`src/hdl/spi_pkg.sv`:
```
package spi_pkg;

	////////////////////////////////////////////////////////////////////////////
	// Data path sizing

	// Width of one SPI data byte
	localparam int BYTE_W = 8;

	// Entries in each byte queue
	localparam int FIFO_DEPTH = 8;

	// Queue pointer width, log2 of FIFO_DEPTH
	localparam int FIFO_AW = 3;

	////////////////////////////////////////////////////////////////////////////
	// SCK timing

	// Width of the half_period input
	// One SCK half period is half_period+1 clk cycles
	localparam int HALF_W = 8;

	////////////////////////////////////////////////////////////////////////////
	// Burst controller states

	typedef enum logic [2:0] {
		// Waiting for go
		CS_IDLE  = 3'd0,
		// Chip select low, next byte being fetched
		CS_SETUP = 3'd1,
		// Shifter running
		CS_SHIFT = 3'd2,
		// Receive queue full, byte parked
		CS_STALL = 3'd3,
		// Closing half period before chip select rises
		CS_HOLD  = 3'd4
	} ctrl_state_t;

endpackage

```
`src/hdl/spi_byte_if.sv`:
```
interface spi_byte_if;

	// One-cycle start pulse, tx_byte valid with it
	logic                         start;
	logic [spi_pkg::BYTE_W-1:0]   tx_byte;

	// One-cycle done pulse, rx_byte valid with it and held until next start
	logic                         done;
	logic [spi_pkg::BYTE_W-1:0]   rx_byte;

	// Burst controller side
	modport ctrl (
		output start, tx_byte,
		input  done, rx_byte
	);

	// Transceiver side
	modport shifter (
		input  start, tx_byte,
		output done, rx_byte
	);

endinterface

```
`src/hdl/byte_fifo.sv`:
```
module byte_fifo (
	input  logic                         clk,
	input  logic                         arst_n,

	// Write side
	input  logic                         wr,
	input  logic [spi_pkg::BYTE_W-1:0]   wr_data,
	output logic                         full,

	// Read side, head entry always visible
	input  logic                         rd,
	output logic [spi_pkg::BYTE_W-1:0]   rd_data,
	output logic                         empty
);

	////////////////////////////////////////////////////////////////////////////
	// Storage and pointers

	logic [spi_pkg::BYTE_W-1:0]   mem [spi_pkg::FIFO_DEPTH];
	logic [spi_pkg::FIFO_AW-1:0]  wr_ptr;
	logic [spi_pkg::FIFO_AW-1:0]  rd_ptr;
	// One extra bit so a full queue is distinct from an empty one
	logic [spi_pkg::FIFO_AW:0]    count;

	// Accepted operations, overflow and underflow are dropped
	logic do_wr;
	logic do_rd;

	assign full  = (count == (spi_pkg::FIFO_AW + 1)'(spi_pkg::FIFO_DEPTH));
	assign empty = (count == '0);

	assign do_wr = wr && !full;
	assign do_rd = rd && !empty;

	// Head of queue
	assign rd_data = mem[rd_ptr];

	// Pointers wrap on their own since depth is a power of two
	always_ff @(posedge clk or negedge arst_n) begin
		if (!arst_n) begin
			wr_ptr <= '0;
			rd_ptr <= '0;
			count  <= '0;
		end else begin
			if (do_wr)
				wr_ptr <= wr_ptr + 1'b1;
			if (do_rd)
				rd_ptr <= rd_ptr + 1'b1;
			// Push and pop together leave the count alone
			if (do_wr && !do_rd)
				count <= count + 1'b1;
			else if (do_rd && !do_wr)
				count <= count - 1'b1;
		end
	end

	// Data array
	always_ff @(posedge clk) begin
		if (do_wr)
			mem[wr_ptr] <= wr_data;
	end

endmodule

```
`src/hdl/spi_burst_ctrl.sv`:
```
module spi_burst_ctrl (
	input  logic                         clk,
	input  logic                         arst_n,

	// Host control
	input  logic                         go,
	output logic                         busy,
	input  logic [spi_pkg::HALF_W-1:0]   half_period,

	// Transmit queue read side
	output logic                         tx_rd,
	input  logic [spi_pkg::BYTE_W-1:0]   tx_head,
	input  logic                         tx_empty,

	// Receive queue write side
	output logic                         rx_wr,
	output logic [spi_pkg::BYTE_W-1:0]   rx_byte_out,
	input  logic                         rx_full,

	// Chip select and shifter handshake
	output logic                         cs_n,
	spi_byte_if.ctrl                     bus
);

	spi_pkg::ctrl_state_t         state;
	// Closing half period counter
	logic [spi_pkg::HALF_W-1:0]   hold_cnt;
	logic                         start_q;
	logic [spi_pkg::BYTE_W-1:0]   tx_byte_q;

	// Received byte goes into the queue this cycle
	logic push_shift;
	logic push_stall;

	assign push_shift = (state == spi_pkg::CS_SHIFT) && bus.done && !rx_full;
	assign push_stall = (state == spi_pkg::CS_STALL) && !rx_full;

	assign rx_wr       = push_shift || push_stall;
	// Shifter holds the received byte until the next start, also through a stall
	assign rx_byte_out = bus.rx_byte;

	// Pop the head while fetching it
	assign tx_rd = (state == spi_pkg::CS_SETUP);

	assign bus.start   = start_q;
	assign bus.tx_byte = tx_byte_q;

	////////////////////////////////////////////////////////////////////////////
	// Burst FSM

	always_ff @(posedge clk or negedge arst_n) begin
		if (!arst_n) begin
			state    <= spi_pkg::CS_IDLE;
			hold_cnt <= '0;
			start_q  <= 1'b0;
			cs_n     <= 1'b1;
			busy     <= 1'b0;
		end else begin
			start_q <= 1'b0;

			case (state)
				spi_pkg::CS_IDLE: begin
					// Nothing to send means go is ignored
					if (go && !tx_empty) begin
						state <= spi_pkg::CS_SETUP;
						cs_n  <= 1'b0;
						busy  <= 1'b1;
					end
				end

				spi_pkg::CS_SETUP: begin
					start_q <= 1'b1;
					state   <= spi_pkg::CS_SHIFT;
				end

				spi_pkg::CS_SHIFT, spi_pkg::CS_STALL: begin
					if (state == spi_pkg::CS_SHIFT && bus.done && rx_full) begin
						state <= spi_pkg::CS_STALL;
					end else if (push_shift || push_stall) begin
						// Next byte, or wind down once the queue is drained
						if (tx_empty) begin
							state    <= spi_pkg::CS_HOLD;
							hold_cnt <= '0;
						end else begin
							state <= spi_pkg::CS_SETUP;
						end
					end
				end

				spi_pkg::CS_HOLD: begin
					if (hold_cnt >= half_period) begin
						state <= spi_pkg::CS_IDLE;
						cs_n  <= 1'b1;
						busy  <= 1'b0;
					end else begin
						hold_cnt <= hold_cnt + 1'b1;
					end
				end

				default: state <= spi_pkg::CS_IDLE;
			endcase
		end
	end

	// Byte register
	always_ff @(posedge clk) begin
		if (state == spi_pkg::CS_SETUP)
			tx_byte_q <= tx_head;
	end

endmodule

```
`src/hdl/spi_host_top.sv`:
```
module spi_host_top (
	input  logic                         clk,
	input  logic                         arst_n,

	// SCK half period minus one
	input  logic [spi_pkg::HALF_W-1:0]   half_period,

	// Transmit queue host side
	input  logic                         tx_wr,
	input  logic [spi_pkg::BYTE_W-1:0]   tx_data,
	output logic                         tx_full,

	// Burst control
	input  logic                         go,
	output logic                         busy,

	// Receive queue host side
	input  logic                         rx_rd,
	output logic [spi_pkg::BYTE_W-1:0]   rx_data,
	output logic                         rx_empty,

	// SPI pins
	output logic                         spi_sck,
	output logic                         spi_mosi,
	input  logic                         spi_miso,
	output logic                         spi_cs_n
);

	// Controller to queue wiring
	logic                         tx_rd;
	logic [spi_pkg::BYTE_W-1:0]   tx_head;
	logic                         tx_empty;
	logic                         rx_wr;
	logic [spi_pkg::BYTE_W-1:0]   rx_wr_data;
	logic                         rx_full;

	spi_byte_if i_byte_if ();

	////////////////////////////////////////////////////////////////////////////
	// Input side

	byte_fifo i_tx_fifo (
		.clk     (clk),
		.arst_n  (arst_n),
		.wr      (tx_wr),
		.wr_data (tx_data),
		.full    (tx_full),
		.rd      (tx_rd),
		.rd_data (tx_head),
		.empty   (tx_empty)
	);

	////////////////////////////////////////////////////////////////////////////
	// Burst sequencing and SPI shifting

	spi_burst_ctrl i_burst_ctrl (
		.clk         (clk),
		.arst_n      (arst_n),
		.go          (go),
		.busy        (busy),
		.half_period (half_period),
		.tx_rd       (tx_rd),
		.tx_head     (tx_head),
		.tx_empty    (tx_empty),
		.rx_wr       (rx_wr),
		.rx_byte_out (rx_wr_data),
		.rx_full     (rx_full),
		.cs_n        (spi_cs_n),
		.bus         (i_byte_if.ctrl)
	);

	spi_shifter i_shifter (
		.clk         (clk),
		.arst_n      (arst_n),
		.half_period (half_period),
		.bus         (i_byte_if.shifter),
		.sck         (spi_sck),
		.mosi        (spi_mosi),
		.miso        (spi_miso)
	);

	////////////////////////////////////////////////////////////////////////////
	// Output side

	byte_fifo i_rx_fifo (
		.clk     (clk),
		.arst_n  (arst_n),
		.wr      (rx_wr),
		.wr_data (rx_wr_data),
		.full    (rx_full),
		.rd      (rx_rd),
		.rd_data (rx_data),
		.empty   (rx_empty)
	);

endmodule

```
`src/hdl/spi_shifter.sv`:
```
module spi_shifter (
	input  logic                         clk,
	input  logic                         arst_n,

	// SCK half period minus one, in clk cycles
	input  logic [spi_pkg::HALF_W-1:0]   half_period,

	// Byte handshake with the burst controller
	spi_byte_if.shifter                  bus,

	// SPI pins, mode 0
	output logic                         sck,
	output logic                         mosi,
	input  logic                         miso
);

	////////////////////////////////////////////////////////////////////////////
	// State

	// Byte in flight
	logic                         active;
	// Clock divider, counts through one half period
	logic [spi_pkg::HALF_W-1:0]   div_cnt;
	// Falling edges seen so far, 0 to 8
	logic [3:0]                   bit_cnt;
	logic                         done_q;

	// Remaining transmit bits, bit 7 already on MOSI
	logic [spi_pkg::BYTE_W-2:0]   tx_shreg;
	logic [spi_pkg::BYTE_W-1:0]   rx_shreg;

	// End of a half period
	logic tick;
	// Edge events at the end of the current half period
	logic rise_evt;
	logic fall_evt;
	logic last_evt;

	assign tick     = active && (div_cnt >= half_period);
	// Low phase with bits left becomes a rising edge
	assign rise_evt = tick && !sck && (bit_cnt != 4'd8);
	assign fall_evt = tick && sck;
	// Low phase after the eighth falling edge closes the byte
	assign last_evt = tick && !sck && (bit_cnt == 4'd8);

	// Received byte stays put until the next rising edge of the next byte
	assign bus.rx_byte = rx_shreg;
	assign bus.done    = done_q;

	////////////////////////////////////////////////////////////////////////////
	// Control and pins

	always_ff @(posedge clk or negedge arst_n) begin
		if (!arst_n) begin
			active  <= 1'b0;
			div_cnt <= '0;
			bit_cnt <= '0;
			sck     <= 1'b0;
			mosi    <= 1'b0;
			done_q  <= 1'b0;
		end else begin
			done_q <= 1'b0;

			if (bus.start) begin
				// SCK idles low, MSB goes out right away
				active  <= 1'b1;
				div_cnt <= '0;
				bit_cnt <= '0;
				sck     <= 1'b0;
				mosi    <= bus.tx_byte[spi_pkg::BYTE_W-1];
			end else if (active) begin
				if (tick)
					div_cnt <= '0;
				else
					div_cnt <= div_cnt + 1'b1;

				if (rise_evt) begin
					sck <= 1'b1;
				end

				// Remote end has sampled, present the next bit
				if (fall_evt) begin
					sck     <= 1'b0;
					bit_cnt <= bit_cnt + 1'b1;
					mosi    <= tx_shreg[spi_pkg::BYTE_W-2];
				end

				if (last_evt) begin
					active <= 1'b0;
					done_q <= 1'b1;
				end
			end
		end
	end

	////////////////////////////////////////////////////////////////////////////
	// Shift registers

	always_ff @(posedge clk) begin
		if (bus.start)
			tx_shreg <= bus.tx_byte[spi_pkg::BYTE_W-2:0];
		else if (fall_evt)
			tx_shreg <= {tx_shreg[spi_pkg::BYTE_W-3:0], 1'b0};

		// MISO sampled just before SCK rises
		if (rise_evt)
			rx_shreg <= {rx_shreg[spi_pkg::BYTE_W-2:0], miso};
	end

endmodule

```
`config.mk`:
```
export PLATFORM = sky130hd
export DESIGN_NAME = spi_host_top
export DESIGN_NICKNAME = d
export VERILOG_FILES = /design/src/hdl/spi_pkg.sv /design/src/hdl/spi_byte_if.sv /design/src/hdl/byte_fifo.sv /design/src/hdl/spi_burst_ctrl.sv /design/src/hdl/spi_host_top.sv /design/src/hdl/spi_shifter.sv
export SDC_FILE = /design/constraint.sdc
export NUM_CORES = 1
export LEC_CHECK = 0
export BUFFER_PORTS_ARGS = -buffer_cell sky130_fd_sc_hd__buf_2
export CORE_MARGIN = 1
export CORE_UTILIZATION = 55
export CTS_CLUSTER_SIZE = 28
export DETAILED_ROUTE_END_ITERATION = 8
export PLACE_DENSITY = 0.75
export SKIP_CTS_REPAIR_TIMING = 1
export SLEW_MARGIN = 25
export SYNTH_ARGS = -nofsm -noshare
export SYNTH_HDL_FRONTEND = slang
export SYNTH_SLANG_ARGS = --single-unit
```
`constraint.sdc`:
```
create_clock -name clk -period 2.9 [get_ports clk]
set_input_delay 0.58 -clock clk [delete_from_list [all_inputs] [get_ports clk]]
set_output_delay 0.58 -clock clk [all_outputs]
set_load 0.1 [all_outputs]
```
==> results list, run 1 <==
* Run status: finished clean
* Simple-gate area share of the yosys netlist: 7.11%
- After floorplanning, the core was sized to cover 0.0153 mm2.
* Via count of the first global-routing pass: 5016
- Clock-pin slew on the worst setup and hold paths: 60 ps
- Detailed-placement wirelength estimate: 10.2 mm
- Xor and xnor fraction of the mapped netlist area: 1.83%
* Commonest non-fill, non-tap cell in the layout: sky130_fd_sc_hd__edfxtp_1
- After layout, the worst path uses 94.3% of the clock period.
- The number of nets handed over by synthesis was 590.
* Family with the most delay on the worst path: multiplexers
- The cell count after synthesis came out at 536.
- Via density per instance: 5.71
* Synthesized flop and latch total: 201
- STA classifies the critical path endpoint as an output port.
- Maximum buffer depth of the clock tree: 3
- Delay of the slowest critical-path stage: 530 ps
* Residual DRC: 0
* Critical path start-end classification: flop to output port
- STA classifies the critical path startpoint as a flop.
* Post-Place Cells: 794
- Unrepaired setup endpoints after global routing: no
* Average cell area after synthesis: 16.1 um2
- The most used flip-flop cell after synthesis is sky130_fd_sc_hd__edfxtp_1.
* Number of iterations in the first detailed-routing pass: 6
* Wire length of the first global-routing pass: 25.4 mm
* Share of flip-flops with an asynchronous set or reset after synthesis: 24.9%
* Most frequent cells in the layout: sky130_fd_sc_hd__edfxtp_1, sky130_fd_sc_hd__dfrtp_1, sky130_fd_sc_hd__buf_2, sky130_fd_sc_hd__mux4_2, sky130_fd_sc_hd__nand2_1
- The synthesized netlist devotes 5.25% of its cell area to compound gates.
- Wire length after detailed routing: 15.4 mm
- Worst Setup Slack post-DPL: 350 ps
- DIE AREA: 0.0162 mm2
* Leakage dissipation: 0.00372 uW
* Portion of synthesized cell area occupied by the leading cell type: 52.6%
- Clock root cell: sky130_fd_sc_hd__clkbuf_16
* Reported max-cap violation count: 0
- Max Fanout on Critical Path: 18
* Data arrival, critical path: 2150 ps
- Compared with the post-synthesis result, the final layout area differs by 15.8%.
- The worst hold path belongs to the class input pin to asynchronous set/reset pin.
* Library cell with the largest summed area after synthesis: sky130_fd_sc_hd__edfxtp_1
- Die span in y: 127 um
- Ranking of synthesized cells by area: sky130_fd_sc_hd__edfxtp_1, sky130_fd_sc_hd__dfrtp_1, sky130_fd_sc_hd__mux4_2
- Once the floorplan was initialized, standard cells occupied 56.5% of the core.
- For the final routed database, the setup TNS stands at 0 ps.
- Summing the areas of all fa, ha and maj instances in the mapped netlist gives 4.81% of the synthesized area.
- Total standard cell area after synthesis: 0.00863 mm2
* Antenna violations before repair: 0
- For this run, the post-layout net count is 660.
* Worst setup margin: 166 ps
* Insertion delay to the later sink of the worst-skew pair: 490 ps
- Final hold violation count: 0
- Overall track demand over capacity in global routing: 20.5%
- Share of layout cells above drive strength 1: 28.0%
- Fill count: 1043
- The worst path needs 2730 ps of the cycle, external delays included.
- Data required time at the worst endpoint: 2320 ps
- Of the post-synthesis cell area, the part taken by muxes is 12.3%.
- The final-report max-slew violation count is 0.
- Fmax: 366 MHz
- Across the whole layout, storage elements account for 0.00579 mm2.
- Power per standard cell area: 1030 mW/mm2
* DR vias: 4750
- Once layout is complete, the cells apart from fillers number 832.
- CTS built an H-tree with a depth of 1.
* Sequential area share after synthesis: 67.1%
- Buffer and inverter count on the worst path: 2
- 0 antenna diodes ended up in the layout.
- Violation count after the first detailed-route iteration: 259
* Width of the chip: 127 um
* ANT nets after route: 0
- Critical path cell sequence: buf_12 -> mux4_2 -> mux2_2 -> buf_2
- The slowest stage of the critical path belongs to the cell sky130_fd_sc_hd__mux4_2.
- Total I/O pin count: 36
- Max rail drop VDD: 0.000705 V
* Count of unique library cells instantiated by Yosys: 48
- Count of standard-cell rows: 45
- Weighted congestion reported at the end of routability-driven placement: 0.773
- Count of yosys warnings during synthesis: 0
* Final setup violation count: 0
* IO buf count: 35
* Detail-routed net length per standard cell: 18.6 um
- Measured against its own limit, the worst slew margin works out to 48.5%.
* Final setup skew: 13.6 ps
- Entering global routing, the biggest net connects 35 pins.
* Clock tree from TritonCTS: done
- In the final layout, the multi-input gates occupy 0.00275 mm2.
* Total clock buffers created by CTS: 21
- Fin Hold WS: 155 ps
- Total global routing overflow: 0
- After synthesis, the largest family of logic cells by area is multiplexers.
- Counting flops with a built-in enable in the synthesized netlist gives 151.
- The tree built by TritonCTS fans out to 201 sinks.
* Tightest Pin Transition: 773 ps
[power breakdown]
group | internal (uW) | switching (uW)
Combinational | 1400 | 1960
Sequential | 3680 | 565
Clock | 1640 | 1070
[layer usage]
layer	track usage [%]	up-vias	routed length, um
met3	2.81	28	507
met2	36.9	102	8030
met5	0	-	0
met4	7.21	0	365
met1	25.6	2407	6530
li1	-	2213	-
[cell type report]
class | instances | share of cell area, %
Tap cell | 211 | 2.64
Clock buffer | 26 | 5.55
Sequential cell | 201 | 57.9
Clock inverter | 12 | 1.50
Multi-Input combinational cell | 298 | 27.5
Timing Repair Buffer | 64 | 4.06
Inverter | 20 | 0.776
[sequential cells by signal, indices dropped and copies added, names as in the netlist, 3 cells and up]
name                      cells
i_tx_fifo.rd_ptr              3
i_burst_ctrl.hold_cnt         8
i_rx_fifo.count               4
i_rx_fifo.rd_ptr              3
i_tx_fifo.mem                64
i_tx_fifo.wr_ptr              3
i_tx_fifo.count               4
i_burst_ctrl.bus.tx_byte      8
i_shifter.bit_cnt             4
i_shifter.div_cnt             8
i_shifter.bus.rx_byte         8
i_shifter.tx_shreg            7
i_burst_ctrl.state            3
i_rx_fifo.wr_ptr              3
i_rx_fifo.mem                64
[metrics by stage]
| step | total power, uW | utilization [%] | instance area [um2] |
|---|---|---|---|
| 2_1_floorplan | 6890 | - | 8690 |
| 3_3_place_gp | 7540 | 60.9 | 9290 |
| 3_5_place_dp | 7690 | 60.9 | 9290 |
| 4_1_cts | 10400 | 65.5 | 9990 |
| 5_1_grt | 10900 | 65.5 | 9990 |
| 6_report | 10300 | 65.5 | 9990 |
[cell usage after synthesis (all sizes together), types with 5 or more instances]
cell type  number
nand3          19
a31oi           8
ha             30
nor3            9
clkbuf          8
a21o            6
a21oi          13
nor2           26
o21ai           7
and3            5
nand2          31
mux4           32
nand2b          9
dfrtp          49
o211ai         12
mux2           29
edfxtp        151
inv            20
xnor2          14
buf             9
[cells by family (layout without fill, tap and decap cells)]
| group | Yosys count | in the layout |
|---|---|---|
| flops | 201 | 201 |
| simple gates | 122 | 122 |
| compound gates | 64 | 64 |
| mux | 62 | 62 |
| buf+inv | 37 | 122 |
| fa+ha+maj | 32 | 32 |
| xor+xnor | 18 | 18 |
[path summary, 6_finish.rpt]
| path | from | to | cells after the start | slack [ps] |
|---|---|---|---|---|
| min in group clk | spi_miso | i_shifter.bus.rx_byte[0] | 1 | 280 |
| max in group asynchronous | arst_n | i_rx_fifo.rd_ptr[1] | 2 | 2060 |
| setup reg to reg | i_tx_fifo.count[0] | i_tx_fifo.count[3] | 12 | 330 |
| hold reg to reg | i_tx_fifo.count[3] | i_tx_fifo.count[3] | 1 | 520 |
| hold / removal | arst_n | i_burst_ctrl.hold_cnt[1] | 1 | 160 |
| setup / recovery | i_rx_fifo.rd_ptr[0] | rx_data[4] | 4 | 170 |
Power figures use the tool's default switching activity.
==> inputs of run 2 (changes only) <==
--- a/config.mk
+++ b/config.mk
@@ -7,10 +7,9 @@
 export LEC_CHECK = 0
 export BUFFER_PORTS_ARGS = -buffer_cell sky130_fd_sc_hd__buf_2
 export CORE_MARGIN = 1
-export CORE_UTILIZATION = 55
+export CORE_UTILIZATION = 25
 export CTS_CLUSTER_SIZE = 28
 export DETAILED_ROUTE_END_ITERATION = 8
-export PLACE_DENSITY = 0.75
 export SKIP_CTS_REPAIR_TIMING = 1
 export SLEW_MARGIN = 25
 export SYNTH_ARGS = -nofsm -noshare
==> run 2 against run 1 <==
Sequential power is essentially flat. Register-to-register slack lost 20 ps. Via count shrank 1.7%. First-iteration DRC count grew 1.2%. Combinational power is essentially flat. Worst hold slack lost 150 ps. Sequential share of layout area shrank 1.2 points. Maximum frequency shrank 0.82%. Final area grew 2.1%. Core utilization shrank 35 points. Die area grew 120%. Critical path depth is the same. Largest power group unchanged.
==> results list, run 2 (synthesized netlist as in run 1, its figures left out) <==
* Insertion delay to the later sink of the worst-skew pair: 490 ps (about the same)
- Max Fanout on Critical Path: 18 (unchanged)
- The number of cell rows came to 67 (was 45).
* DR vias: 4669 (was 4750)
- The setup violation total in the final timing report is 0 (unchanged).
- Power per standard cell area: 992 mW/mm2 (was 1030 mW/mm2)
- Critical path's slowest cell: sky130_fd_sc_hd__mux4_2 (unchanged)
- Critical path cell sequence: buf_12 -> mux4_2 -> mux2_2 -> buf_2 (unchanged).
- The commonest non-fill, non-tap cell in the layout is sky130_fd_sc_hd__edfxtp_1 (unchanged).
- The worst setup path startpoint is i_rx_fifo.rd_ptr[0] (unchanged).
- The count of pins on the block boundary was 36 (unchanged).
- Sink count of the clock tree: 201 (unchanged)
- Biggest registers after layout: i_rx_fifo.mem x64, i_tx_fifo.mem x64 (unchanged)
- The routed wire length per instance is 15.3 um (was 18.6 um).
- The total of fill cells in the finished design was 3309 (was 1043).
- The final setup skew was 15.1 ps (was 13.6 ps).
- The total number of H-tree levels was 1 (unchanged).
- Number of max-slew violations in the final report: 0 (unchanged)
- The DRC violation count after routing was 0 (unchanged).
* Wire length of the first global-routing pass: 25.9 mm (was 25.4 mm)
* Share of layout cells above drive strength 1: 27.1% (was 28.0%)
- The height of the die was 188 um (was 127 um).
* Width of the chip: 188 um (was 127 um)
- Type of origin of the critical path: flop (unchanged)
- The core region area came to 0.0338 mm2 (was 0.0153 mm2).
- The top achievable clock speed came to 363 MHz (was 366 MHz).
- The cell area after layout came to 0.0102 mm2 (was 0.00999 mm2).
* Initial Util: 25.5% (was 56.5%)
- Detailed-placement wirelength estimate: 11.2 mm (was 10.2 mm)
* ANT nets after route: 0 (unchanged)
- The path type of the worst setup path is flop to output port (unchanged).
* Tightest Pin Transition: 752 ps (was 773 ps)
* IO buf count: 35 (unchanged)
- Wire length after detailed routing: 16.3 mm (was 15.4 mm)
- Number of iterations in the first detailed-routing pass: 4 (was 6)
- Maximum number of pins on one net before global-route repair: 24 (was 35)
- Source of the worst register-to-register timing path: i_tx_fifo.count[0] (unchanged)
- Final min period: 2760 ps (was 2730 ps)
- The top cell family by delay on the critical path is multiplexers (unchanged).
- Delay of the slowest critical-path stage: 520 ps (was 530 ps)
- Layout net count: 656 (was 660)
- Clock-pin slew on the worst setup and hold paths: 60 ps (about the same)
- Run status: finished clean (unchanged)
- Share of the cycle needed by the critical path after routing: 95.1% (was 94.3%)
- Final total power: 10100 uW (was 10300 uW)
- Max rail drop VDD: 0.00127 V (was 0.000705 V)
- The root buffer selected by CTS is sky130_fd_sc_hd__clkbuf_16 (unchanged).
* Data required time at the worst endpoint: 2320 ps (about the same)
* DIE AREA: 0.0353 mm2 (was 0.0162 mm2)
- Unrepaired setup endpoints after global routing: no (unchanged)
- Weighted congestion reported at the end of routability-driven placement: 0.763 (was 0.773)
- Buffer and inverter count on the worst path: 2 (unchanged)
- Total global routing overflow: 0 (unchanged)
- The initial antenna violation count was 1 (was 0).
- Reported max-cap violation count: 0 (unchanged)
- Most frequent cells in the layout: sky130_fd_sc_hd__edfxtp_1, sky130_fd_sc_hd__dfrtp_1, sky130_fd_sc_hd__buf_2, sky130_fd_sc_hd__mux4_2, sky130_fd_sc_hd__nand2_1 (unchanged)
* Antenna fix cells: 0 (unchanged)
- Violation count after the first detailed-route iteration: 262 (was 259)
- The via density per instance came to 4.38 (was 5.71).
* Final hold violation count: 0 (unchanged)
* Data arrival, critical path: 2180 ps (was 2150 ps)
* Clock tree from TritonCTS: done (unchanged)
- The number of global-route vias before repair came to 4730 (was 5016).
- Maximum buffer depth of the clock tree: 3 (unchanged)
- The headroom to the max-slew limit is 49.9% (was 48.5%).
* Overall track demand over capacity in global routing: 9.31% (was 20.5%)
* Hold crit path type: input pin to asynchronous set/reset pin (unchanged)
- Total placed instance area: 0.00955 mm2 (was 0.00929 mm2)
- The critical path capture point type was an output port (unchanged).
* Leakage dissipation: 0.00367 uW (was 0.00372 uW)
* Total clock buffers created by CTS: 21 (unchanged)
- The area added between synthesis and finish came to 18.2% (was 15.8%).
[run 2: cell types whose count changed in the layout (fill, tap and decap cells not counted)]
cell | previous run | this run
sky130_fd_sc_hd__buf_4 | 28 | 24
sky130_fd_sc_hd__inv_6 | 1 | 2
sky130_fd_sc_hd__clkinv_1 | 1 | 3
sky130_fd_sc_hd__clkbuf_1 | 4 | 5
sky130_fd_sc_hd__clkinvlp_2 | 0 | 1
sky130_fd_sc_hd__clkinvlp_4 | 2 | 1
sky130_fd_sc_hd__clkinv_4 | 2 | 0
sky130_fd_sc_hd__bufinv_16 | 3 | 1
[run 2: worst register-to-register path: stages (launching register included)]
cell                      delay [ps]
sky130_fd_sc_hd__dfrtp_1         440
sky130_fd_sc_hd__nor3_1          310
sky130_fd_sc_hd__nand2_1         130
sky130_fd_sc_hd__nand2_1         230
sky130_fd_sc_hd__inv_1           130
sky130_fd_sc_hd__ha_1            220
sky130_fd_sc_hd__inv_1           130
sky130_fd_sc_hd__ha_1            240
sky130_fd_sc_hd__a21o_1          150
sky130_fd_sc_hd__a21oi_1         160
sky130_fd_sc_hd__xnor2_1         130
sky130_fd_sc_hd__nor2_1           60
sky130_fd_sc_hd__xor2_1          140
[run 2: per-stage QoR]
stage / setup TNS, ps / hold WS, ps / cells / setup WS (ps) / utilization (%)
floorplan: -140 / 284 / 536 / -125 / -
global placement: 0 / 503 / 1027 / 443 / 28.3
detailed placement: 0 / 505 / 1027 / 336 / 28.3
CTS: -732 / 8.85 / 1065 / -122 / 30.2
global route: 0 / 21.2 / 1065 / 53.6 / 30.2
finish: 0 / 5.09 / 1065 / 143 / 30.2
[run 2: worst paths after layout]
check | endpoint | slack, ps | cells after the start
max in group asynchronous | i_rx_fifo.rd_ptr[1] | 2200 | 2
min reg2reg | i_rx_fifo.wr_ptr[0] | 510 | 1
min in group clk | i_shifter.bus.rx_byte[0] | 310 | 1
max reg2reg | i_tx_fifo.count[3] | 310 | 12
max | rx_data[5] | 140 | 4
min | i_tx_fifo.wr_ptr[0] | 5 | 1
[run 2: where the power goes]
part,switching [uW],internal [uW]
combinational,1980,1390
sequential,551,3680
clock,1060,1450
total,3590,6530
[run 2: layer usage]
metal | GRT usage [%] | wire (um) | vias to the layer above
li1 | - | - | 2213
met1 | 12.8 | 7810 | 2358
met2 | 15.1 | 7550 | 73
met3 | 1.83 | 614 | 25
met4 | 2.31 | 308 | 0
met5 | 0 | 0 | -
[run 2: cell type report]
type                    count  area, um2  area share (%)
flip-flops and latches    201       5790            56.8
multi-input cells         298       2750            27.0
well taps                 448        561            5.50
clock buffers              27        558            5.47
repair buffers             60        375            3.68
clock inverters            11       86.3           0.847
inverters                  20       77.6           0.761
